[src/design/ls_settings.svh]
`ifndef LS_SETTINGS_SVH
`define LS_SETTINGS_SVH

// Datapath and byte address widths.
`define LS_XLEN 32
`define LS_ADDR_W 32

// Word RAM depth. Addresses wrap.
`define LS_MEM_WORDS 1024

// Fetch buffer entries.
`define LS_FETCH_DEPTH 2

`endif

[src/design/ls_pkg.sv]
`include "ls_settings.svh"

package ls_pkg;

	typedef logic [`LS_XLEN-1:0] word_t;
	typedef logic [`LS_ADDR_W-1:0] addr_t;
	typedef logic [4:0] reg_addr_t;
	typedef logic [`LS_XLEN/8-1:0] byte_en_t;

	typedef enum logic [1:0] {
		LS_NONE,
		LS_LOAD,
		LS_STORE
	} ls_kind_e;

	// Same codes as funct3.
	typedef enum logic [2:0] {
		LS_B  = 3'b000,
		LS_H  = 3'b001,
		LS_W  = 3'b010,
		LS_BU = 3'b100,
		LS_HU = 3'b101
	} ls_size_e;

	typedef struct packed {
		addr_t     pc;
		ls_kind_e  kind;
		ls_size_e  size;
		word_t     exu_res; // ALU result or effective address.
		word_t     store_data;
		logic      rd_ena;
		reg_addr_t rd_addr;
	} ex_op_t;

	typedef struct packed {
		logic      rd_ena;
		reg_addr_t rd_addr;
		word_t     data;
	} fwd_t;

	typedef struct packed {
		logic                   we;
		logic [`LS_ADDR_W-3:0] waddr; // Word address.
		byte_en_t               byte_en;
		word_t                  wdata;
	} mem_req_t;

	typedef struct packed {
		reg_addr_t rd_addr;
		word_t     data;
	} wb_t;

	typedef enum logic [1:0] {
		LSU_IDLE,
		LSU_REQ,
		LSU_RELEASE
	} lsu_state_e;

	typedef enum logic [1:0] {
		FETCH_IDLE,
		FETCH_REQ,
		FETCH_RELEASE
	} fetch_state_e;

endpackage

[src/design/mem_arbiter.sv]
`timescale 1ns/1ns

module mem_arbiter import ls_pkg::*; (
	input  logic     clk,
	input  logic     rst_n,
	input  logic     lsu_req,
	input  logic     fetch_req,
	input  mem_req_t lsu_cmd,
	input  mem_req_t fetch_cmd,
	output logic     lsu_ack,
	output logic     fetch_ack,
	output word_t    lsu_rdata,
	output word_t    fetch_rdata,
	output logic     ram_req,
	output mem_req_t ram_cmd,
	input  logic     ram_ack,
	input  word_t    ram_rdata
);

	// Peer select: 0 is the LSU, 1 is fetch.
	logic owner_valid_q;
	logic owner_q;
	logic last_q;
	logic pick;
	logic sel;
	logic lsu_owns;
	logic fetch_owns;

	always_comb begin
		if (lsu_req && fetch_req) begin
			pick = !last_q; // Whoever waited.
		end else begin
			pick = fetch_req;
		end
	end

	// A fresh request passes through in the same cycle.
	assign sel = owner_valid_q ? owner_q : pick;
	assign ram_req = sel ? fetch_req : lsu_req;
	assign ram_cmd = sel ? fetch_cmd : lsu_cmd;

	always_ff @(posedge clk) begin
		if (!rst_n) begin
			owner_valid_q <= 1'b0;
			owner_q <= 1'b0;
			last_q <= 1'b1; // LSU first after reset.
		end else if (!owner_valid_q) begin
			if (lsu_req || fetch_req) begin
				owner_valid_q <= 1'b1;
				owner_q <= pick;
				last_q <= pick;
			end
		end else if (!ram_req && !ram_ack) begin
			owner_valid_q <= 1'b0; // Released after ack falls.
		end
	end

	assign lsu_owns = owner_valid_q && !owner_q;
	assign fetch_owns = owner_valid_q && owner_q;

	assign lsu_ack = lsu_owns && ram_ack;
	assign fetch_ack = fetch_owns && ram_ack;
	assign lsu_rdata = lsu_owns ? ram_rdata : '0;
	assign fetch_rdata = fetch_owns ? ram_rdata : '0;

endmodule

[config.mk]
export PLATFORM = sky130hd
export DESIGN_NAME = mem_arbiter
export DESIGN_NICKNAME = d
export VERILOG_FILES = /design/src/design/ls_pkg.sv /design/src/design/mem_arbiter.sv
export VERILOG_INCLUDE_DIRS = /design/src /design/src/design
export SDC_FILE = /design/constraint.sdc
export NUM_CORES = 1
export LEC_CHECK = 0
export BUFFER_PORTS_ARGS = -buffer_cell sky130_fd_sc_hd__buf_2
export CAP_MARGIN = 0
export CORE_AREA = 2 2 118 120
export DETAILED_ROUTE_END_ITERATION = 8
export DIE_AREA = 0 0 120 122
export SLEW_MARGIN = 5
export SYNTH_ARGS = -nofsm -noshare
export SYNTH_HDL_FRONTEND = slang
export SYNTH_SLANG_ARGS = --single-unit
[constraint.sdc]
create_clock -name clk -period 1.95 [get_ports clk]
set_clock_uncertainty 0.05 [all_clocks]
set_input_delay 0.0975 -clock clk [delete_from_list [all_inputs] [get_ports clk]]
set_output_delay 0.0975 -clock clk [all_outputs]
set_load 0.01 [all_outputs]
==> flow_summary.ini, run 1 <==
[outcome]
status = finished clean

[critical_path]
crit_type = reg -> out
cp_data_arrival_time_ps = 1700
cp-start-kind = flop
crit_fanout = 32
r2r_cells = 5
critPathCaptureType = output pin
required_ps = 1800

[yosys]
yosysSeqAreaShare_pct = 4.20
synthFlopType = dfxtp_1
synth_edf_count = 0
syn_area_per_cell_um2 = 8.45
synth_cells = 169
ys_top_cells_by_count = 48 x mux2_2, 33 x and2_1, 33 x and3_1
yosysMostFrequentCell = mux2_2
synth_cell_type_count = 22
synthTopCellsByArea = mux2_2 38%, mux2_1 15%, and2_1 14%
synth-seq-cells = 3
synth-warning-count = 0
netlist_area_um2 = 1430
yosysTopAreaCell = mux2_2
synth-async-reset-ratio_pct = 0
synth_nets = 340
netlist.area_leader.share_pct = 37.8

[timing]
hold_viol = 0
period_share_pct = 94.7
slew_viol_final = 0
fin_crit_ps = 1850
rsz0062_at_grt = false
setup_viol = 0
max_slew_margin_pct = 81.8
worst_slew_pin_slew_ps = 273
tns_ps = 0
fmax_ghz = 0.541

[drt]
viasPerCell = 3.77
firstDrtPassIters = 4
wire_per_inst_um = 12.1
remaining_drc_errors = 0
wirelength_mm = 7.87
vias = 2451
drt_iter0_drc = 38
ant_nets = 0

[layout]
final_area_um2 = 3290
final_layout_size_suffix_gt1_share_pct = 78.5
area_delta_synth_final_pct = 130
fin_util_pct = 24.3
antenna_cells = 0
fillers = 1496
final_nets = 642

[cts]
tritoncts = built
clock_sinks = 3
cts_buffer_depth = 2
cts-htree-levels = 1
cts_buffers = 3
cts_root_buffer = clkbuf_16
clkTransAtPathRegs_ps = 30
hold_buffers = 0
clkLatencyLatePin_ps = 230

[floorplan]
rows = 43
core-area_um2 = 13500
die_x_um = 120
io_pins = 305
start_util_pct = 10.6
die_height_um = 122
die_area_um2 = 14600

[hold_path]
hold_depth = 2
min_path_type = in -> reg

[placed_design]
hpwl_mm = 6.45
numPortBuffers = 304
finalWeightedCongestion = 0.759
placed_area_um2 = 3130

[global_routing]
grt_pass1_wl_mm = 10.6
grt_pass1_vias = 2164
antenna_found_initial = 0
grt.overflow.total = 0
grt_usage_pct = 9.27
grt_start_max_net_pins = 37

[pwr]
p_per_area_nw_per_um2 = 377
leakage_nw = 2.02
peakVddDrop_mv = 0.222

[run]
cap_viol_max_count = 0
## stage by stage
stage               setup slack [ps]  hold WS [ps]  instances  total power, mW
floorplan                        444           109        169            0.490
global placement                 240           242        642            0.876
detailed placement               212           240        642            0.878
CTS                             7.64          4.30        650             1.26
global route                    10.4          15.3        650             1.33
finish                           103          4.46        650             1.24
## final cells by class
type	instances	area, um2	area share [%]
Clock buffer	4	78.8	2.40
Multi-Input combinational cell	147	1260	38.3
Tap cell	180	225	6.85
Inverter	1	3.75	0.114
Timing Repair Buffer	315	1660	50.5
Sequential cell	3	61.3	1.86
## path summary, 6_finish.rpt
kind	from	end	slack [ps]
min reg2reg	last_q	last_q	490
max	owner_valid_q	ram_cmd[35]	100
min	rst_n	last_q	4
max reg2reg	owner_valid_q	owner_q	670
## layout by cell type (no fill, tap or decap), types with 2 or more instances in the layout
cell type / n
nand2_1: 3
buf_4: 7
clkbuf_16: 3
buf_2: 304
and3_1: 33
dfxtp_1: 2
and2_1: 33
mux2_1: 19
buf_16: 2
mux2_2: 48
## registers in the layout (all words and copies together), names as in the netlist
name,count
owner_valid_q,1
owner_q,1
last_q,1
## cell families (layout without fill, tap and decap cells)
family / Yosys count / count (layout) / share of synthesized area (%)
muxes: 68 / 68 / 53.5
AOI/OAI and AO/OA: 6 / 6 / 3.06
buffers and inverters: 19 / 320 / 7.71
DFF: 3 / 3 / 4.20
and+or+nand+nor: 73 / 73 / 31.5
## repair_timing
action | CTS | global route
endpoints found under the setup margin | 19 | 16
buffers inserted | 2 | 0
gates resized for setup | 2 | 2
gates cloned | 2 | 0
pin swaps | 0 | 1
## where the power goes
part	switching [mW]	internal [mW]
logic	0.379	0.458
clock network	0.0609	0.270
registers	0.00447	0.0672
## metal layers
layer	vias to the layer above	routed length (um)	global-route usage (%)
li1	1205	-	-
met1	1064	2550	8.56
met2	177	4410	19.9
met3	5	857	2.39
met4	0	47	1.91
met5	-	0	0
## worst max-delay path, stage by stage, from the launching register on
cell	delay, ps
dfxtp_2	350
nor2b_2	60
a22oi_2	180
buf_4	180
buf_16	200
mux2_2	350
buf_2	140
(Power assumes the default switching activity.)
==> run 2, diff against run 1 <==
--- a/config.mk
+++ b/config.mk
@@ -11,6 +11,7 @@
 export CORE_AREA = 2 2 118 120
 export DETAILED_ROUTE_END_ITERATION = 8
 export DIE_AREA = 0 0 120 122
+export RECOVER_POWER = 50
 export SLEW_MARGIN = 5
 export SYNTH_ARGS = -nofsm -noshare
 export SYNTH_HDL_FRONTEND = slang
==> run 2 against run 1 <==
  * Via count rose by 0.37%
  * Cell area fell by 2.2%
  * Wire length rose by 0.64%
  * Highest routed layer unchanged
==> flow_summary.ini, run 2 (synthesized netlist as in run 1, its figures left out) <==
[outcome]
status = finished clean

[timing]
max_slew_margin_pct = 70.8
fin_crit_ps = 1840
period_share_pct = 94.6
worst_slew_pin_slew_ps = 438
slew_viol_final = 0
rsz0062_at_grt = false
tns_ps = 0
setup_viol = 0
fmax_ghz = 0.542
hold_viol = 0

[cts]
tritoncts = built
hold_buffers = 0
cts_buffer_depth = 2
clkTransAtPathRegs_ps = 30
clock_sinks = 3
clkLatencyLatePin_ps = 230
cts_root_buffer = clkbuf_16
cts-htree-levels = 1
cts_buffers = 3

[layout]
area_delta_synth_final_pct = 125
final_cell_mix = 248 x buf_2, 54 x clkbuf_1, 48 x mux2_2
final_layout_size_suffix_gt1_share_pct = 67.2
final_nets = 642
multiInputGateArea_um2 = 1260
fillers = 1533
reg_top3 = last_q (1), owner_q (1), owner_valid_q (1)
seqCellArea_um2 = 61.3
layout_commonest_cell = buf_2
antenna_cells = 0

[drt]
firstDrtPassIters = 4
wire_per_inst_um = 12.2
vias = 2460
wirelength_mm = 7.92
ant_nets = 0
remaining_drc_errors = 0
viasPerCell = 3.78
drt_iter0_drc = 51

[critical_path]
crit_type = reg -> out
critPathCaptureType = output pin
r2r_start = owner_valid_q
required_ps = 1800
r2r_cells = 5
startpoint = owner_valid_q
crit_fanout = 32
cp-start-kind = flop
cp_data_arrival_time_ps = 1700

[hold_path]
hp-start = rst_n
min_path_type = in -> reg
hold_depth = 2

[pwr]
total_power_mw = 1.23
leakage_nw = 1.80
p_per_area_nw_per_um2 = 382
peakVddDrop_mv = 0.222

[global_routing]
antenna_found_initial = 0
grt_start_max_net_pins = 37
grt_pass1_vias = 2164
grt_usage_pct = 9.27
grt.overflow.total = 0
grt_pass1_wl_mm = 10.6

[run]
cap_viol_max_count = 0

[floorplan]
rows = 43
die_area_um2 = 14600
die_x_um = 120
core-area_um2 = 13500
io_pins = 305
start_util_pct = 10.6
die_height_um = 122

[placed_design]
finalWeightedCongestion = 0.759
numPortBuffers = 304
hpwl_mm = 6.45
==> run 2: cell types whose count changed in the layout (fill, tap and decap cells not counted), sizes merged <==
| cell | change |
|---|---|
| buf | -59 |
| clkbuf | +59 |
==> run 2: cell type report <==
type	count	area share, %
well taps	180	7.01
clock buffers	4	2.45
multi-input cells	147	39.2
repair buffers	315	49.4
inverters	1	0.117
flip-flops and latches	3	1.91
==> run 2: worst paths after layout <==
| path | slack, ps | end |
|---|---|---|
| hold / removal | 5 | last_q |
| setup reg to reg | 680 | owner_q |
| setup / recovery | 110 | ram_cmd[35] |
| hold reg to reg | 490 | last_q |
==> run 2: power by group <==
| group | switching [mW] | internal (mW) |
|---|---|---|
| Sequential | 0.00441 | 0.0672 |
| Clock | 0.0608 | 0.270 |
| Combinational | 0.382 | 0.442 |
| Total | 0.447 | 0.779 |
==> run 2: layer usage <==
metal  up-vias  global-route usage [%]  routed length [um]
met5         -                       0                   0
met4         0                    1.91                  47
met3         5                    2.39                 882
met2       177                    19.9                4420
met1      1071                    8.56                2570
li1       1207                       -                   -
==> run 2: critical path, stage by stage (launching register included) <==
cell and delay [ps]:
dfxtp_2 350, nor2b_2 60, a22oi_2 180, buf_4 180
buf_16 200, mux2_2 350, buf_2 140
==> run 2: metrics by stage <==
stage / util, % / instances / worst slack [ps] / hold slack, ps / area [um2]
6_report: 23.8 / 650 / 105 / 4.50 / 3210
5_1_grt: 23.8 / 650 / 10.3 / 15.3 / 3210
4_1_cts: 24.4 / 650 / 7.64 / 4.30 / 3290
3_5_place_dp: 23.2 / 642 / 212 / 240 / 3130
3_3_place_gp: 23.2 / 642 / 240 / 242 / 3130
2_1_floorplan: - / 169 / 444 / 109 / 1430
==> run 2: repair_timing <==
item                                    in CTS  in global routing
setup buffers                                2                  0
gates cloned                                 2                  0
pin swaps                                    0                  1
endpoints found under the setup margin      19                 16
resized for setup                            2                  2
