### src/design/ls_settings.svh
`ifndef LS_SETTINGS_SVH
`define LS_SETTINGS_SVH

// Datapath and byte address widths.
`define LS_XLEN 32
`define LS_ADDR_W 32

// Word RAM depth. Addresses wrap.
`define LS_MEM_WORDS 1024

// Fetch buffer entries.
`define LS_FETCH_DEPTH 2

`endif

### src/design/ls_pkg.sv
`include "ls_settings.svh"

package ls_pkg;

	typedef logic [`LS_XLEN-1:0] word_t;
	typedef logic [`LS_ADDR_W-1:0] addr_t;
	typedef logic [4:0] reg_addr_t;
	typedef logic [`LS_XLEN/8-1:0] byte_en_t;

	typedef enum logic [1:0] {
		LS_NONE,
		LS_LOAD,
		LS_STORE
	} ls_kind_e;

	// Same codes as funct3.
	typedef enum logic [2:0] {
		LS_B  = 3'b000,
		LS_H  = 3'b001,
		LS_W  = 3'b010,
		LS_BU = 3'b100,
		LS_HU = 3'b101
	} ls_size_e;

	typedef struct packed {
		addr_t     pc;
		ls_kind_e  kind;
		ls_size_e  size;
		word_t     exu_res; // ALU result or effective address.
		word_t     store_data;
		logic      rd_ena;
		reg_addr_t rd_addr;
	} ex_op_t;

	typedef struct packed {
		logic      rd_ena;
		reg_addr_t rd_addr;
		word_t     data;
	} fwd_t;

	typedef struct packed {
		logic                   we;
		logic [`LS_ADDR_W-3:0] waddr; // Word address.
		byte_en_t               byte_en;
		word_t                  wdata;
	} mem_req_t;

	typedef struct packed {
		reg_addr_t rd_addr;
		word_t     data;
	} wb_t;

	typedef enum logic [1:0] {
		LSU_IDLE,
		LSU_REQ,
		LSU_RELEASE
	} lsu_state_e;

	typedef enum logic [1:0] {
		FETCH_IDLE,
		FETCH_REQ,
		FETCH_RELEASE
	} fetch_state_e;

endpackage

### src/design/ex_ls_reg.sv
`timescale 1ns/1ns

module ex_ls_reg import ls_pkg::*; (
	input  logic   clk,
	input  logic   rst_n,
	input  logic   flush,
	input  logic   ex_valid,
	input  ex_op_t ex_op,
	output logic   ex_ready,
	output logic   ls_valid,
	output ex_op_t ls_op,
	input  logic   ls_accept,
	output fwd_t   fwd
);

	logic xfer;

	// Empty, or drained by the unit this cycle.
	assign ex_ready = !ls_valid || ls_accept;
	assign xfer = ex_valid && ex_ready;

	always_ff @(posedge clk) begin
		if (!rst_n) begin
			ls_valid <= 1'b0;
		end else if (flush) begin
			ls_valid <= 1'b0; // Flush wins over capture.
		end else if (xfer) begin
			ls_valid <= 1'b1;
		end else if (ls_accept) begin
			ls_valid <= 1'b0;
		end
	end

	always_ff @(posedge clk) begin
		if (xfer) begin
			ls_op <= ex_op;
		end
	end

	// Bypass of the op still in execute.
	assign fwd.rd_ena = ex_valid && ex_op.rd_ena;
	assign fwd.rd_addr = ex_op.rd_addr;
	assign fwd.data = ex_op.exu_res;

endmodule

### config.mk
export PLATFORM = sky130hd
export DESIGN_NAME = ex_ls_reg
export DESIGN_NICKNAME = d
export VERILOG_FILES = /design/src/design/ls_pkg.sv /design/src/design/ex_ls_reg.sv
export VERILOG_INCLUDE_DIRS = /design/src /design/src/design
export SDC_FILE = /design/constraint.sdc
export NUM_CORES = 1
export LEC_CHECK = 0
export ABC_AREA = 1
export BUFFER_PORTS_ARGS = -buffer_cell sky130_fd_sc_hd__buf_2
export CELL_PAD_IN_SITES_DETAIL_PLACEMENT = 1
export CELL_PAD_IN_SITES_GLOBAL_PLACEMENT = 1
export CORE_UTILIZATION = 25
export DETAILED_ROUTE_END_ITERATION = 10
export GPL_TIMING_DRIVEN = 0
export PLACE_DENSITY_LB_ADDON = 0.3
export SLEW_MARGIN = 20
export SYNTH_ARGS = -nofsm -noshare
export SYNTH_HDL_FRONTEND = slang
export SYNTH_SLANG_ARGS = --single-unit
### constraint.sdc
create_clock -name clk -period 18.4 [get_ports clk]
set_input_delay 0.92 -clock clk [delete_from_list [all_inputs] [get_ports clk]]
set_output_delay 0.92 -clock clk [all_outputs]
set_load 0.01 [all_outputs]
==> impl_metrics.yaml, run 1 <==
status:
  status: "completed"
die:
  die_w_um: 121
  rows: 43
  coreArea_um2: 13900
  pin_count: 259
  start_util_pct: 25.6
  die_h_um: 121
  die_area_um2: 14700
clocking:
  clockBufferDepth: 2
  clkSinkCount: 108
  cts_hold_buf: 0
  cts_tree: "built"
  clkSlewWorstSetupHoldPaths_ps: 60
  htree_levels: 3
  numCtsBuffers: 9
  root_buffer: "clkbuf_16"
  post_cts_resized: 0
  postCtsSetupBuffers: 0
  clock_latency_ps: 340
sta:
  skew_ps: 7.88
  relSlewSlack_pct: 71.4
  fin_crit_sh_pct: 12.0
  hold_ws_ps: 529
  tightest_slew_ps: 428
  setup_viol: 0
  fmax_mhz: 451
  finalCriticalPeriod_ps: 2220
  setup_tns_ps: 0
  grt_setup_unrepaired: "no"
  hold_viol: 0
  drv_slew: 0
route:
  detail-route-antenna-nets: 0
  drc: 0
  met2WireLength_mm: 4.63
  wl_met3_um: 957
  vias: 2361
  wirelength_mm: 8.70
  drt_pre_antenna_iters: 4
  drt_iter0_markers: 66
  via_per_inst: 3.86
  met1_length_mm: 2.96
  top_layer: "met4"
  routedWlPerCell_um: 14.2
worst_setup_path:
  reg2reg_depth: 3
  timing.rr.end: "ls_op[18]"
  critPathMaxFanout: 2
  cp_data_required_time_ps: 17480
  timing.critical_path.buf_inv: 3
  worst_setup_path_start_kind: "input pin"
  slowest_stage: "buf_2"
  path_cells: "buf_2 -> inv_2 -> nand2_2 -> buf_2"
  slowest_delay_ps: 140
  critPathTopFamily: "buffers and inverters"
  critPathCaptureType: "output pin"
  worst-setup-path-type: "input pin to output pin"
  ff2ff_setup_slack_ps: 16920
  arrival_ps: 1300
  r2r-start: "ls_valid"
  crit_top_cell: "buf_2"
finish:
  n_fill_cell: 1526
  utilization_pct: 39.4
  area_growth_pct: 53.9
  final_cell_mix: "buf_2 (258), edfxtp_1 (107), buf_4 (37)"
  final_common_cell: "buf_2"
  nets: 540
  antennaDiodeCount: 0
  drive_gt1_share_pct: 72.7
yosys:
  syn-cell-area_um2: 3550
  ys_top_cells_by_area: "edfxtp_1 (90%), buf_4 (7.8%), dfxtp_1 (0.56%)"
  synth_top_area_share_pct: 90.4
  synth_seq_cells: 108
  yosys.area.top_type: "edfxtp_1"
  yosysWarnings: 0
  synth-seq-area-share_pct: 91.0
  synth_cell_types: 9
  netlist_instances: 154
  syn_area_per_cell_um2: 23.1
  syn_nets: 266
place:
  dpl.hpwl_mm: 6.99
  port_buffers: 258
  gp_congestion: 0.705
global_routing:
  grt-ovfl-total: 0
  grt_usage_pct: 11.7
  grt_pass1_vias: 2404
  antenna_found_initial: 0
  grt_start_max_net_pins: 26
  grt_pass1_wl_mm: 12.7
power:
  power.total_mw: 0.516
  vdd_drop_max_mv: 0.0384
  powerDensity_nw_per_um2: 94.3
  p_leak_nw: 2.46
worst_hold_path:
  hp-start: "ls_valid"
  hold_end: "ls_valid"
  whs_path_depth: 2
  min_path_type: "register to register"
run:
  drv_cap: 0
[worst max-delay path by stage]
stage / startpoint / cells after the start / endpoint / slack [ps]
4_1_cts: ls_accept / 4 / ex_ready / 16170
6_report: ls_accept / 4 / ex_ready / 16180
5_1_grt: ls_accept / 4 / ex_ready / 16160
2_1_floorplan: ex_valid / 2 / ls_op[0] / 11650
3_3_place_gp: ex_valid / 3 / ls_op[30] / 9410
3_5_place_dp: ls_accept / 4 / ex_ready / 16170
[area by class of cell]
cell class / instances / area (um^2) / area share, %
timing repair buffer: 263 / 1430 / 26.1
clock inverter: 5 / 20.0 / 0.366
inverter: 4 / 15.0 / 0.275
buffer: 37 / 278 / 5.08
sequential: 108 / 3230 / 59.1
multi-input combinational: 5 / 38.8 / 0.709
tap: 180 / 225 / 4.12
clock buffer: 10 / 229 / 4.19
[state kept, by name, indices dropped and copies added (netlist names)]
| signal | cells |
|---|---|
| ls_op | 107 |
| ls_valid | 1 |
[worst reg2reg max path: cells and delay by family, from the launching register on]
kind / cells / cell delay [ps]
AO/OA/AOI/OAI: 1 / 400
flip-flops: 1 / 350
buffers and inverters: 2 / 430
[power breakdown]
part,total (mW),switching [mW],internal [mW]
clock,0.169,0.0796,0.0890
sequential,0.290,0.00319,0.287
combinational,0.0568,0.0284,0.0284
total,0.516,0.111,0.404
[kinds of logic (layout without fill, tap and decap cells)]
logic type	count (synthesis)	count (layout)	share of synthesized area, %
AO/OA/AOI/OAI	2	2	0.387
AND/OR/NAND/NOR	3	3	0.388
buffers and inverters	41	319	8.24
flip-flops	108	108	91.0
[through the flow]
step           cell area (um^2)  instances  setup slack [ps]
6_report                   5470        612             16180
5_1_grt                    5470        612             16160
4_1_cts                    5470        612             16170
3_5_place_dp               5220        597             16170
3_3_place_gp               5070        592              9410
2_1_floorplan              3550        154             11650
[Yosys cell counts]
cell      count
nand2_2       1
a21oi_2       1
inv_1         3
nand2_1       2
dfxtp_1       1
edfxtp_1    107
inv_2         1
buf_4        37
a21oi_1       1
[metal layers]
metal	global-route usage (%)	vias to the layer above
li1	-	1094
met3	4.65	10
met2	20.4	145
met5	0	-
met1	12.1	1112
met4	6.02	0
Power figures use the tool's default switching activity.
==> run 2, diff against run 1 <==
==> constraint.sdc (replaced) <==
create_clock -name clk -period 2.3 [get_ports clk]
set_input_delay 0.115 -clock clk [delete_from_list [all_inputs] [get_ports clk]]
set_output_delay 0.115 -clock clk [all_outputs]
set_load 0.01 [all_outputs]
==> impl_metrics.yaml, run 2 (synthesized netlist as in run 1, its figures left out) <==
die:
  start_util_pct: 25.6
  coreArea_um2: 13900
  die_w_um: 121
  die_h_um: 121
  pin_count: 259
  die_area_um2: 14700
  rows: 43
power:
  vdd_drop_max_mv: 0.363
  powerDensity_nw_per_um2: 686
  p_leak_nw: 2.93
  power.total_mw: 4.52
finish:
  n_fill_cell: 1467
  final_common_cell: "buf_2"
  top_regs: "ls_op (107), ls_valid (1)"
  multiInputGateArea_um2: 38.8
  area_growth_pct: 85.6
  seqCellArea_um2: 3230
  antennaDiodeCount: 0
  nets: 647
  regMostFlops: "ls_op"
  final_cell_mix: "buf_2 (258), dlygate4sd3_1 (107), edfxtp_1 (107)"
  largest_reg_flops: 107
  drive_gt1_share_pct: 58.8
  utilization_pct: 47.5
global_routing:
  grt_usage_pct: 14.0
  grt_pass1_wl_mm: 15.3
  grt-ovfl-total: 0
  grt_start_max_net_pins: 25
  grt_pass1_vias: 2979
  antenna_found_initial: 0
route:
  detail-route-antenna-nets: 0
  met1_length_mm: 3.58
  wirelength_mm: 10.4
  top_layer: "met4"
  via_per_inst: 3.82
  drc: 0
  wl_met3_um: 849
  met2WireLength_mm: 5.77
  routedWlPerCell_um: 14.5
  vias: 2745
  drt_iter0_markers: 78
  drt_pre_antenna_iters: 4
place:
  pre_cts_slack_ps: 745
  dpl.hpwl_mm: 6.99
  port_buffers: 258
  gp_congestion: 0.702
status:
  status: "completed"
clocking:
  root_buffer: "clkbuf_16"
  htree_levels: 3
  clockBufferDepth: 2
  numCtsBuffers: 9
  clkSinkCount: 108
  post_cts_resized: 0
  cts_tree: "built"
  postCtsSetupBuffers: 0
  clock_latency_ps: 340
  clkSlewWorstSetupHoldPaths_ps: 70
sta:
  hold_ws_ps: 20.9
  grt_setup_unrepaired: "no"
  fmax_mhz: 644
  setup_tns_ps: 0
  skew_ps: 4.48
  hold_viol: 0
  relSlewSlack_pct: 62.8
  setup_viol: 0
  fin_crit_sh_pct: 67.5
  drv_slew: 0
  worst_slack_ps: 747
  finalCriticalPeriod_ps: 1550
  tightest_slew_ps: 557
worst_setup_path:
  crit_top_cell: "buf_16"
  slowest_stage: "a21oi_4"
  path_cells: "a21oi_4 -> buf_16 -> buf_16"
  worst_setup_path_start_kind: "register"
  slowest_delay_ps: 470
  cp_data_required_time_ps: 2340
  arrival_ps: 1600
  critPathCaptureType: "register"
  critPathMaxFanout: 24
  worst-setup-path-type: "register to register"
  critPathTopFamily: "compound AO/OA/AOI/OAI gates"
  timing.critical_path.buf_inv: 2
run:
  drv_cap: 0
worst_hold_path:
  min_path_type: "input pin to register"
-- run 2: what timing repair did --
action / 4_1_cts / 5_1_grt
hold endpoints to repair: 107 / 0
endpoints found under the setup margin: 0 / 0
hold buffers: 107 / 0
-- run 2: worst paths after layout --
kind	cells past startpoint	endpoint	slack, ps	from
setup / recovery	3	ls_op[36]	750	ls_valid
hold / removal	3	ls_valid	20	rst_n
setup reg to reg	3	ls_op[36]	750	ls_valid
hold reg to reg	2	ls_valid	500	ls_valid
-- run 2: cell type report --
type	instances	area share (%)
multi-input combinational	5	0.588
tap	180	3.41
clock buffer	9	3.41
clock inverter	6	1.21
inverter	4	0.228
sequential	108	49.0
timing repair buffer	370	37.9
buffer	37	4.21
-- run 2: metal layers --
layer  global-route usage [%]  up-vias
met3                     3.85       16
met2                     26.1      155
met1                     14.3     1273
met5                        0        -
li1                         -     1301
met4                     6.71        0
-- run 2: worst min-delay path: stages --
cell and delay (ps):
buf_2 100, nand2_1 80, a21oi_2 30
-- run 2: per-stage QoR --
step / instances / instance area [um^2]
CTS: 719 / 6600
detailed placement: 597 / 5220
floorplan: 154 / 3570
finish: 719 / 6600
global placement: 592 / 5080
global route: 719 / 6600
-- run 2: report_power, final --
group / leakage [nW] / switching (mW) / internal [mW] / total, mW
Sequential: 1.05 / 0.0274 / 2.30 / 2.32
Clock: 0.148 / 0.656 / 0.939 / 1.59
Combinational: 1.74 / 0.261 / 0.346 / 0.606
Total: 2.93 / 0.944 / 3.58 / 4.52
==> run 3, diff against run 2 <==
==> constraint.sdc (replaced) <==
create_clock -name clk -period 1.3 [get_ports clk]
set_input_delay 0.065 -clock clk [delete_from_list [all_inputs] [get_ports clk]]
set_output_delay 0.065 -clock clk [all_outputs]
set_load 0.01 [all_outputs]
==> impl_metrics.yaml, run 3 (synthesized netlist as in run 1, its figures left out) <==
die:
  die_h_um: 121
  pin_count: 259
  rows: 43
  die_area_um2: 14700
  coreArea_um2: 13900
  start_util_pct: 25.6
  die_w_um: 121
finish:
  final_common_cell: "buf_2"
  final_area_um2: 6640
  largest_reg_flops: 107
  final_cell_mix: "buf_2 (258), dlygate4sd3_1 (110), edfxtp_1 (107)"
  top_regs: "ls_op (107), ls_valid (1)"
  regMostFlops: "ls_op"
  n_fill_cell: 1459
  nets: 652
  area_growth_pct: 86.7
  drive_gt1_share_pct: 58.6
  antennaDiodeCount: 0
sta:
  worst_slack_ps: 32.8
  relSlewSlack_pct: 85.3
  setup_viol: 0
  tightest_slew_ps: 221
  fmax_mhz: 789
  finalCriticalPeriod_ps: 1270
  drv_slew: 0
  grt_setup_unrepaired: "no"
  hold_viol: 0
  fin_crit_sh_pct: 97.5
  skew_ps: 6.45
worst_setup_path:
  reg2reg_depth: 4
  worst_setup_path_start_kind: "input pin"
  worst-setup-path-type: "input pin to register"
  r2r-start: "ls_valid"
  ff2ff_setup_slack_ps: 80
  critPathTopFamily: "buffers and inverters"
  cp_data_required_time_ps: 1360
  timing.rr.end: "ls_op[52]"
  timing.critical_path.buf_inv: 6
  critPathCaptureType: "register"
  path_cells: "dlygate4sd3_1 -> buf_2 -> inv_2 -> a21oi_4 -> buf_12 -> buf_6 -> clkbuf_16"
  slowest_stage: "dlygate4sd3_1"
  critPathMaxFanout: 9
  slowest_delay_ps: 530
  arrival_ps: 1330
clocking:
  root_buffer: "clkbuf_16"
  clkSlewWorstSetupHoldPaths_ps: 70
  htree_levels: 3
  clockBufferDepth: 2
  clock_latency_ps: 340
  cts_tree: "built"
  clkSinkCount: 108
  numCtsBuffers: 9
power:
  vdd_drop_max_mv: 0.627
  p_leak_nw: 2.95
  powerDensity_nw_per_um2: 1210
worst_hold_path:
  hold_end: "ls_valid"
  whs_path_depth: 3
  hp-start: "ex_valid"
  min_path_type: "input pin to register"
run:
  drv_cap: 0
route:
  drc: 0
  routedWlPerCell_um: 14.7
  wirelength_mm: 10.6
  drt_iter0_markers: 132
  via_per_inst: 3.82
  detail-route-antenna-nets: 0
  drt_pre_antenna_iters: 4
  vias: 2768
place:
  pre_cts_slack_ps: -255
  placed_cell_area_um2: 5220
  gp_congestion: 0.702
  dpl.hpwl_mm: 6.99
  port_buffers: 258
global_routing:
  grt_pass1_wl_mm: 15.6
  antenna_found_initial: 0
  grt-ovfl-total: 0
  grt_pass1_vias: 3021
  grt_start_max_net_pins: 44
  grt_usage_pct: 14.3
status:
  status: "completed"
[run 3: worst max path at each step]
stage                     startpoint  slack, ps          to  cells after the start
after CTS                  ls_accept         40  ls_op[101]                      7
final                      ls_accept         30   ls_op[52]                      7
after floorplan             ls_valid      -1290    ls_op[0]                      1
after global routing       ls_accept          7   ls_op[64]                      7
after detailed placement    ls_valid       -250   ls_op[36]                      3
after global placement      ls_valid      -2030   ls_op[24]                      1
[run 3: stage by stage]
stage	util [%]	total power [mW]	TNS (ps)	cells	hold WS, ps
final	47.8	8.03	0	724	51.0
after global routing	47.8	8.34	0	724	70.3
after CTS	47.6	8.13	0	723	30.2
after detailed placement	37.6	5.01	-14220	597	243
after global placement	36.6	4.94	-216060	592	242
after floorplan	-	4.50	-137820	154	164
[run 3: final cells by class]
class	count	area, um^2	area share [%]
flip-flops and latches	108	3230	48.7
repair buffers	375	2540	38.3
plain buffers	37	278	4.19
clock buffers	9	225	3.39
well taps	180	225	3.39
clock inverters	6	80.1	1.21
multi-input cells	5	38.8	0.585
inverters	4	15.0	0.226
[run 3: layer usage]
layer	part of all wire (%)	track usage, %	routed length (um)
met1	34	14.5	3660
met2	56	27.2	5950
met3	7.9	3.76	833
met4	1.6	6.02	167
met5	0	0	0
[run 3: what timing repair did]
item / in CTS / in global routing
pin swaps: 1 / 0
hold buffers: 110 / 0
gates resized for setup: 0 / 1
endpoints found under the setup margin: 100 / 18
cloned: 0 / 1
endpoints found under the hold margin: 108 / 0
buffers inserted: 3 / 0
[run 3: worst min-delay path, delay by kind of cell]
kind | cells | cell delay (ps)
AO/OA/AOI/OAI | 1 | 130
buffers and inverters | 2 | 170
[run 3: where the power goes]
| group | switching, mW | internal [mW] | total (mW) |
|---|---|---|---|
| Sequential | 0.0484 | 4.06 | 4.11 |
| Clock | 1.17 | 1.66 | 2.84 |
| Combinational | 0.462 | 0.619 | 1.08 |
| Total | 1.68 | 6.34 | 8.03 |
