===== config.mk =====
export PLATFORM = sky130hd
export DESIGN_NAME = load_store_unit
export DESIGN_NICKNAME = d
export VERILOG_FILES = /design/src/design/ls_pkg.sv /design/src/design/load_store_unit.sv
export VERILOG_INCLUDE_DIRS = /design/src /design/src/design
export SDC_FILE = /design/constraint.sdc
export NUM_CORES = 1
export LEC_CHECK = 0
export ABC_AREA = 1
export ABC_CLOCK_PERIOD_IN_PS = 6730
export BUFFER_PORTS_ARGS = -buffer_cell sky130_fd_sc_hd__buf_4
export CORE_ASPECT_RATIO = 1.2
export CORE_MARGIN = 2
export CORE_UTILIZATION = 51
export DETAILED_ROUTE_END_ITERATION = 8
export GPL_TIMING_DRIVEN = 0
export HOLD_SLACK_MARGIN = 0.1
export PLACE_DENSITY = 0.86
export SETUP_SLACK_MARGIN = 0.4
export SLEW_MARGIN = 40
export SYNTH_ARGS = -nofsm -noshare
export SYNTH_HDL_FRONTEND = slang
export SYNTH_SLANG_ARGS = --single-unit

===== constraint.sdc =====
create_clock -name clk -period 6.73 [get_ports clk]
set_clock_uncertainty 0.1 [all_clocks]
set_input_delay 0.3365 -clock clk [delete_from_list [all_inputs] [get_ports clk]]
set_output_delay 0.3365 -clock clk [all_outputs]
set_load 0.1 [all_outputs]

===== src/design/ls_settings.svh =====
`ifndef LS_SETTINGS_SVH
`define LS_SETTINGS_SVH

// Datapath and byte address widths.
`define LS_XLEN 32
`define LS_ADDR_W 32

// Word RAM depth. Addresses wrap.
`define LS_MEM_WORDS 1024

// Fetch buffer entries.
`define LS_FETCH_DEPTH 2

`endif


===== src/design/ls_pkg.sv =====
`include "ls_settings.svh"

package ls_pkg;

	typedef logic [`LS_XLEN-1:0] word_t;
	typedef logic [`LS_ADDR_W-1:0] addr_t;
	typedef logic [4:0] reg_addr_t;
	typedef logic [`LS_XLEN/8-1:0] byte_en_t;

	typedef enum logic [1:0] {
		LS_NONE,
		LS_LOAD,
		LS_STORE
	} ls_kind_e;

	// Same codes as funct3.
	typedef enum logic [2:0] {
		LS_B  = 3'b000,
		LS_H  = 3'b001,
		LS_W  = 3'b010,
		LS_BU = 3'b100,
		LS_HU = 3'b101
	} ls_size_e;

	typedef struct packed {
		addr_t     pc;
		ls_kind_e  kind;
		ls_size_e  size;
		word_t     exu_res; // ALU result or effective address.
		word_t     store_data;
		logic      rd_ena;
		reg_addr_t rd_addr;
	} ex_op_t;

	typedef struct packed {
		logic      rd_ena;
		reg_addr_t rd_addr;
		word_t     data;
	} fwd_t;

	typedef struct packed {
		logic                   we;
		logic [`LS_ADDR_W-3:0] waddr; // Word address.
		byte_en_t               byte_en;
		word_t                  wdata;
	} mem_req_t;

	typedef struct packed {
		reg_addr_t rd_addr;
		word_t     data;
	} wb_t;

	typedef enum logic [1:0] {
		LSU_IDLE,
		LSU_REQ,
		LSU_RELEASE
	} lsu_state_e;

	typedef enum logic [1:0] {
		FETCH_IDLE,
		FETCH_REQ,
		FETCH_RELEASE
	} fetch_state_e;

endpackage


===== src/design/load_store_unit.sv =====
`timescale 1ns/1ns
`include "ls_settings.svh"

module load_store_unit import ls_pkg::*; (
	input  logic     clk,
	input  logic     rst_n,
	input  logic     ls_valid,
	input  ex_op_t   ls_op,
	output logic     ls_accept,
	output logic     mem_req,
	output mem_req_t mem_cmd,
	input  logic     mem_ack,
	input  word_t    mem_rdata,
	output logic     wb_valid,
	output wb_t      wb
);

	lsu_state_e state_q;
	ex_op_t     op_q;
	logic [1:0] off;
	byte_en_t   st_be;
	word_t      st_data;
	word_t      shifted;
	word_t      load_data;

	assign ls_accept = (state_q == LSU_IDLE) && ls_valid;
	assign mem_req = (state_q == LSU_REQ);
	assign off = op_q.exu_res[1:0];

	// Store lanes.
	always_comb begin
		st_be = '1;
		st_data = op_q.store_data;
		case (op_q.size)
			LS_B, LS_BU: begin
				st_be = byte_en_t'(1) << off;
				st_data = {4{op_q.store_data[7:0]}};
			end
			LS_H, LS_HU: begin
				st_be = byte_en_t'(3) << {off[1], 1'b0};
				st_data = {2{op_q.store_data[15:0]}};
			end
			default: begin
			end
		endcase
	end

	assign mem_cmd.we = (op_q.kind == LS_STORE);
	assign mem_cmd.waddr = op_q.exu_res[`LS_ADDR_W-1:2];
	assign mem_cmd.byte_en = st_be;
	assign mem_cmd.wdata = st_data;

	// Lane select, then extend.
	always_comb begin
		shifted = mem_rdata >> {off, 3'b000};
		case (op_q.size)
			LS_B:    load_data = {{24{shifted[7]}}, shifted[7:0]};
			LS_H:    load_data = {{16{shifted[15]}}, shifted[15:0]};
			LS_BU:   load_data = {24'b0, shifted[7:0]};
			LS_HU:   load_data = {16'b0, shifted[15:0]};
			default: load_data = mem_rdata;
		endcase
	end

	always_ff @(posedge clk) begin
		if (!rst_n) begin
			state_q <= LSU_IDLE;
			wb_valid <= 1'b0;
		end else begin
			wb_valid <= 1'b0;
			case (state_q)
				LSU_IDLE: begin
					if (ls_valid) begin
						if (ls_op.kind == LS_NONE) begin
							wb_valid <= ls_op.rd_ena;
						end else begin
							state_q <= LSU_REQ;
						end
					end
				end
				LSU_REQ: begin
					if (mem_ack) begin
						wb_valid <= (op_q.kind == LS_LOAD);
						state_q <= LSU_RELEASE;
					end
				end
				LSU_RELEASE: begin
					if (!mem_ack) begin
						state_q <= LSU_IDLE; // Four-phase done.
					end
				end
				default: state_q <= LSU_IDLE;
			endcase
		end
	end

	always_ff @(posedge clk) begin
		if (ls_accept) begin
			op_q <= ls_op;
			wb.rd_addr <= ls_op.rd_addr;
			wb.data <= ls_op.exu_res;
		end else if (state_q == LSU_REQ && mem_ack) begin
			wb.data <= load_data; // rdata valid with ack.
		end
	end

endmodule


==> results.sh, run 1 <==
export IMPL_status="finished clean"
export IMPL_fillers=653
export IMPL_cts_sinks=109
export IMPL_synthToLayoutAreaGrowth_pct=53.5
export IMPL_clk_pin_slew_ps=70
export IMPL_rrSetupSlack_ps=4730
export IMPL_ir_drop_mv=0.192
export IMPL_cp_max_fo=65
export IMPL_synth_edf_count=106
export IMPL_min_from="ls_op[5]"
export IMPL_cts_buffers=9
export IMPL_tns_ps=0
export IMPL_power_density_mw_per_mm2=271
export IMPL_dieArea_mm2=0.0114
export IMPL_synth_most_common_cell="nand2_1"
export IMPL_io_pins=250
export IMPL_startpoint_type="register"
export IMPL_setup_viol_count_final=0
export IMPL_syn_avg_cell_area_um2=9.96
export IMPL_die_w_um=97.8
export IMPL_synth_top_area_share_pct=59.2
export IMPL_synth_area_leaders="edfxtp_1, nand2_1, buf_4"
export IMPL_reg2reg_to="mem_cmd[38]$_DFFE_PP_"
export IMPL_critPathArrivalTime_ps=2270
export IMPL_synth_cell_type_count=29
export IMPL_end_kind="output port"
export IMPL_grt_pass1_wl_um=26100
export IMPL_antenna_found_initial=0
export IMPL_post_route_period_util_pct=40.2
export IMPL_critPathKind="reg2out"
export IMPL_fp_row_count=41
export IMPL_min_to="wb_valid$_SDFF_PN0_"
export IMPL_first_pass_iters=5
export IMPL_place_hpwl_um=11300
export IMPL_slew_headroom_pct=61.8
export IMPL_grt_max_degree=66
export IMPL_routedWlPerCell_um=17.8
export IMPL_synth_ff_type="edfxtp_1"
export IMPL_ant_nets=0
export IMPL_rr_worst_depth=6
export IMPL_cts_root_buffer="clkbuf_16"
export IMPL_synth_seq_cells=109
export IMPL_min_path_type="in2reg"
export IMPL_synth_common_cells="nand2_1, edfxtp_1, inv_1, a21oi_1, buf_4"
export IMPL_cp_required_ps=6290
export IMPL_ys_seq_area_share_pct=60.3
export IMPL_crit_slowest_cell="buf_4"
export IMPL_place_congestion=0.887
export IMPL_cts_tree="done"
export IMPL_period_needed_ps=2710
export IMPL_synth_fp_nets=683
export IMPL_synthArstFlopShare_pct=0
export IMPL_grt_overflow_total=0
export IMPL_grt_usage_pct=29.8
export IMPL_holdWs_ps=162
export IMPL_yosysTopAreaCell="edfxtp_1"
export IMPL_io_buffer_count=217
export IMPL_crit_chain="inv_1 > nand2_1 > nor2_2 > buf_2 > buf_6 > buf_16 > buf_4"
export IMPL_nNetsFinal=986
export IMPL_fmax_ghz=0.369
export IMPL_hold_viol_final=0
export IMPL_insertion_delay_ps=350
export IMPL_r2r_start="state_q[1]$_SDFFE_PN0P_"
export IMPL_drc=0
export IMPL_dieHeight_um=117
export IMPL_cts_setup_buffers=0
export IMPL_htreeDepth=3
export IMPL_grt_pass1_vias=5174
export IMPL_drt_initial_drc_count=305
export IMPL_wl_um=17400
export IMPL_maxCapViolations=0
export IMPL_antenna_cells=0
export IMPL_rsz0062_at_grt="no"
export IMPL_drive_above_1_share_pct=37.7
export IMPL_syn_inst=540
export IMPL_viasPerCell=5.16
export IMPL_start_util_pct=51.7
export IMPL_slew_violations=0
export IMPL_startpoint="state_q[1]$_SDFFE_PN0P_"
export IMPL_slowest_delay_ps=360
export IMPL_tightest_slew_ps=573
export IMPL_cts_buffer_depth=2
export IMPL_syn_area_mm2=0.00538
export IMPL_num_vias=5037
export IMPL_leakagePower_nw=3.92
export IMPL_coreArea_mm2=0.0104
export IMPL_min_path_cells=3
export IMPL_yosys_warnings=0
## critical path: cells and delay by family (launching register included)
family	cells	cell delay (ps)
buffers and inverters	5	1280
flip-flops	1	320
AND/OR/NAND/NOR	2	290
## metrics by stage
| stage | utilization (%) | setup slack, ps | area [µm²] | power, mW | instances |
|---|---|---|---|---|---|
| 4_1_cts | 79.2 | 4030 | 8250 | 2.22 | 977 |
| 2_1_floorplan | - | 3410 | 5380 | 1.45 | 540 |
| 3_3_place_gp | 68.8 | 3470 | 7170 | 1.63 | 886 |
| 6_report | 79.3 | 4020 | 8260 | 2.24 | 977 |
| 3_5_place_dp | 69.2 | 4340 | 7210 | 1.65 | 887 |
| 5_1_grt | 79.3 | 3920 | 8260 | 2.30 | 977 |
## layout by cell type (no fill, tap or decap), types with 8 or more instances in the layout
cell type | netlist | layout
nand3_1 | 31 | 31
edfxtp_1 | 106 | 106
inv_1 | 53 | 53
o21ai_0 | 22 | 22
a21oi_1 | 42 | 42
or2_2 | 10 | 10
clkbuf_16 | 0 | 9
nand2_1 | 167 | 166
nor2_1 | 8 | 8
buf_4 | 41 | 258
dlygate4sd3_1 | 0 | 74
## registers in the layout, indices dropped and copies added (netlist names)
name,cells
op_q,37
state_q,2
mem_cmd,30
wb,37
wb_valid,1
off,2
## repair_timing
action	4_1_cts	5_1_grt
hold buffers	74	0
gates resized for setup	0	0
endpoints found under the hold margin	74	0
## worst max-delay path by stage
stage                  end  slack, ps  cells past startpoint
2_1_floorplan  mem_cmd[10]       3410                      6
4_1_cts          ls_accept       4030                      7
5_1_grt          ls_accept       3920                      7
3_5_place_dp     ls_accept       4340                      7
3_3_place_gp     ls_accept       3470                      6
6_report         ls_accept       4020                      7
## cell families (layout without fill, tap and decap cells)
family                 Yosys count  count (layout)  share of synthesized area (%)
AO/OA/AOI/OAI                   72              72                           7.00
buffers and inverters          120             428                           12.4
flip-flops                     109             109                           60.3
AND/OR/NAND/NOR                239             239                           20.3
## report_power, final
group	internal [mW]	leakage [nW]	switching (mW)	total (mW)
registers	0.819	1.05	0.0222	0.841
clock network	0.295	0.148	0.257	0.552
logic	0.217	2.72	0.626	0.843
## layout make-up
| cell class | count | area, µm² | share of cell area [%] |
|---|---|---|---|
| plain buffers | 63 | 455 | 5.52 |
| clock buffers | 9 | 225 | 2.73 |
| clock inverters | 7 | 80.1 | 0.970 |
| inverters | 57 | 219 | 2.65 |
| multi-input cells | 311 | 1480 | 17.9 |
| flip-flops and latches | 109 | 3240 | 39.3 |
| well taps | 129 | 161 | 1.95 |
| repair buffers | 292 | 2400 | 29.0 |
## per-layer routing
metal,global-route usage [%],wire [µm],up-vias
met5,0,0,-
li1,-,-,2347
met3,5.92,1280,66
met2,55.0,9190,295
met1,32.4,6090,2329
met4,16.3,815,0
Note: power is estimated with default switching activity, not from simulation.
==> run 2: changes to the inputs <==
--- a/config.mk
+++ b/config.mk
@@ -6,16 +6,16 @@
 export SDC_FILE = /design/constraint.sdc
 export NUM_CORES = 1
 export LEC_CHECK = 0
-export ABC_AREA = 1
-export ABC_CLOCK_PERIOD_IN_PS = 6730
+export ABC_AREA = 0
+export ABC_CLOCK_PERIOD_IN_PS = 2700
 export BUFFER_PORTS_ARGS = -buffer_cell sky130_fd_sc_hd__buf_4
 export CORE_ASPECT_RATIO = 1.2
 export CORE_MARGIN = 2
-export CORE_UTILIZATION = 51
+export CORE_UTILIZATION = 46
 export DETAILED_ROUTE_END_ITERATION = 8
 export GPL_TIMING_DRIVEN = 0
 export HOLD_SLACK_MARGIN = 0.1
-export PLACE_DENSITY = 0.86
+export PLACE_DENSITY = 0.8
 export SETUP_SLACK_MARGIN = 0.4
 export SLEW_MARGIN = 40
 export SYNTH_ARGS = -nofsm -noshare
==> constraint.sdc (replaced) <==
create_clock -name clk -period 2.7 [get_ports clk]
set_clock_uncertainty 0.1 [all_clocks]
set_input_delay 0.135 -clock clk [delete_from_list [all_inputs] [get_ports clk]]
set_output_delay 0.135 -clock clk [all_outputs]
set_load 0.1 [all_outputs]
==> results.sh, run 2 <==
export IMPL_viasPerCell=5.44
export IMPL_dieArea_mm2=0.0120
export IMPL_ant_nets=0
export IMPL_critPathArrivalTime_ps=2000
export IMPL_synth_edf_count=106
export IMPL_synth_ff_type="edfxtp_1"
export IMPL_ys_seq_area_share_pct=63.0
export IMPL_drive_above_1_share_pct=46.8
export IMPL_die_w_um=101
export IMPL_grt_pass1_vias=4920
export IMPL_power_density_mw_per_mm2=669
export IMPL_hold_viol_final=0
export IMPL_mostFrequentLayoutCell="buf_4"
export IMPL_drc=0
export IMPL_grt_overflow_total=0
export IMPL_power_mw=5.61
export IMPL_num_vias=4637
export IMPL_fmax_ghz=0.448
export IMPL_first_pass_iters=5
export IMPL_start_util_pct=46.8
export IMPL_most_common_layout_cells="buf_4, edfxtp_1, dlygate4sd3_1"
export IMPL_cts_tree="done"
export IMPL_rsz0062_at_grt="no"
export IMPL_fp_row_count=42
export IMPL_synth_top_area_share_pct=61.9
export IMPL_io_pins=250
export IMPL_maxCapViolations=0
export IMPL_ir_drop_mv=0.437
export IMPL_synth_cell_type_count=34
export IMPL_synth_most_common_cell="edfxtp_1"
export IMPL_htreeDepth=3
export IMPL_rrSetupSlack_ps=530
export IMPL_place_hpwl_um=10500
export IMPL_status="finished clean"
export IMPL_place_congestion=0.843
export IMPL_synthToLayoutAreaGrowth_pct=62.9
export IMPL_nNetsFinal=858
export IMPL_startpoint="op_q[70]$_DFFE_PP_"
export IMPL_cts_root_buffer="clkbuf_16"
export IMPL_synthArstFlopShare_pct=0
export IMPL_dieHeight_um=120
export IMPL_holdWs_ps=118
export IMPL_end_kind="output port"
export IMPL_clk_pin_slew_ps=70
export IMPL_fillers=643
export IMPL_slew_headroom_pct=63.5
export IMPL_yosys_warnings=0
export IMPL_cts_buffer_depth=2
export IMPL_antenna_cells=0
export IMPL_grt_pass1_wl_um=25700
export IMPL_tightest_slew_ps=548
export IMPL_min_from="mem_rdata[20]"
export IMPL_antenna_found_initial=0
export IMPL_leakagePower_nw=3.60
export IMPL_drt_initial_drc_count=317
export IMPL_syn_avg_cell_area_um2=13.3
export IMPL_syn_inst=386
export IMPL_r2r_start="off[0]$_DFFE_PP_"
export IMPL_critPathKind="reg2out"
export IMPL_io_buffer_count=217
export IMPL_tns_ps=0
export IMPL_reg2reg_to="wb[29]$_DFFE_PP_"
export IMPL_synth_common_cells="edfxtp_1, buf_4, nand2_1, nor2_1, mux2i_1"
export IMPL_routedWlPerCell_um=20.2
export IMPL_grt_usage_pct=28.4
export IMPL_rr_worst_depth=6
export IMPL_coreArea_mm2=0.0110
export IMPL_period_needed_ps=2230
export IMPL_synth_area_leaders="edfxtp_1, buf_4, mux2i_1"
export IMPL_cts_sinks=109
export IMPL_synth_seq_cells=109
export IMPL_syn_area_mm2=0.00514
export IMPL_insertion_delay_ps=350
export IMPL_cp_max_fo=10
export IMPL_grt_max_degree=43
export IMPL_wl_um=17200
export IMPL_cp_required_ps=2470
export IMPL_cp_endpoint="mem_cmd[25]"
export IMPL_slew_violations=0
export IMPL_setup_viol_count_final=0
export IMPL_cts_buffers=9
export IMPL_synth_fp_nets=529
export IMPL_post_route_period_util_pct=82.7
export IMPL_min_path_type="in2reg"
export IMPL_yosysTopAreaCell="edfxtp_1"
export IMPL_startpoint_type="register"
-- run 2: cell type report --
type	count	area (µm²)	area share, %
sequential	109	3240	38.7
timing repair buffer	318	2670	31.8
multi-input combinational	208	1520	18.1
buffer	64	462	5.51
clock buffer	10	239	2.85
tap	132	165	1.97
clock inverter	6	68.8	0.821
inverter	5	18.8	0.224
-- run 2: where the power goes --
part | internal, mW | total [mW] | switching [mW]
Sequential | 2.04 | 2.10 | 0.0574
Clock | 0.753 | 1.38 | 0.630
Combinational | 0.606 | 2.13 | 1.52
-- run 2: how the worst min path moves through the flow --
stage | end | slack [ps] | cells past startpoint
detailed placement | op_q[9]$_DFFE_PP_ | 210 | 1
finish | wb[20]$_DFFE_PP_ | 120 | 3
floorplan | mem_cmd[36]$_DFFE_PP_ | 130 | 0
global route | wb[8]$_DFFE_PP_ | 130 | 3
CTS | wb[22]$_DFFE_PP_ | 100 | 3
global placement | op_q[26]$_DFFE_PP_ | 210 | 1
-- run 2: cells by family (layout without fill, tap and decap cells) --
family	count (synthesis)	count (layout)	synth area share, %
mux	44	44	9.48
buf+inv	69	403	8.49
simple gates	74	74	6.59
compound gates	90	90	12.4
flops	109	109	63.0
-- run 2: routing by layer --
| layer | global-route usage, % | vias to the layer above | routed length, µm |
|---|---|---|---|
| met4 | 11.7 | 0 | 569 |
| met3 | 8.44 | 40 | 1480 |
| met5 | 0 | - | 0 |
| met2 | 49.8 | 273 | 9070 |
| li1 | - | 2081 | - |
| met1 | 31.9 | 2243 | 6090 |
-- run 2: metrics by stage --
step	cell area, µm²	utilization (%)	setup slack (ps)	cells
finish	8380	76.3	467	852
global route	8380	76.3	414	852
CTS	8330	75.8	420	849
detailed placement	6990	63.6	-42.5	735
global placement	6980	63.6	38.5	735
floorplan	5190	-	-56.6	386
-- run 2: worst max-delay path, cell delays in order, from the launching register on --
cell      delay, ps
edfxtp_1        450
clkbuf_4        270
buf_4           240
mux2i_1         330
o21ai_2         100
buf_4           250
-- run 2: repair_timing --
item	CTS	global route
cloned	1	0
setup buffers	0	2
endpoints found under the setup margin	52	22
pin swaps	0	0
hold endpoints to repair	107	1
resized for setup	11	12
hold buffers	97	1
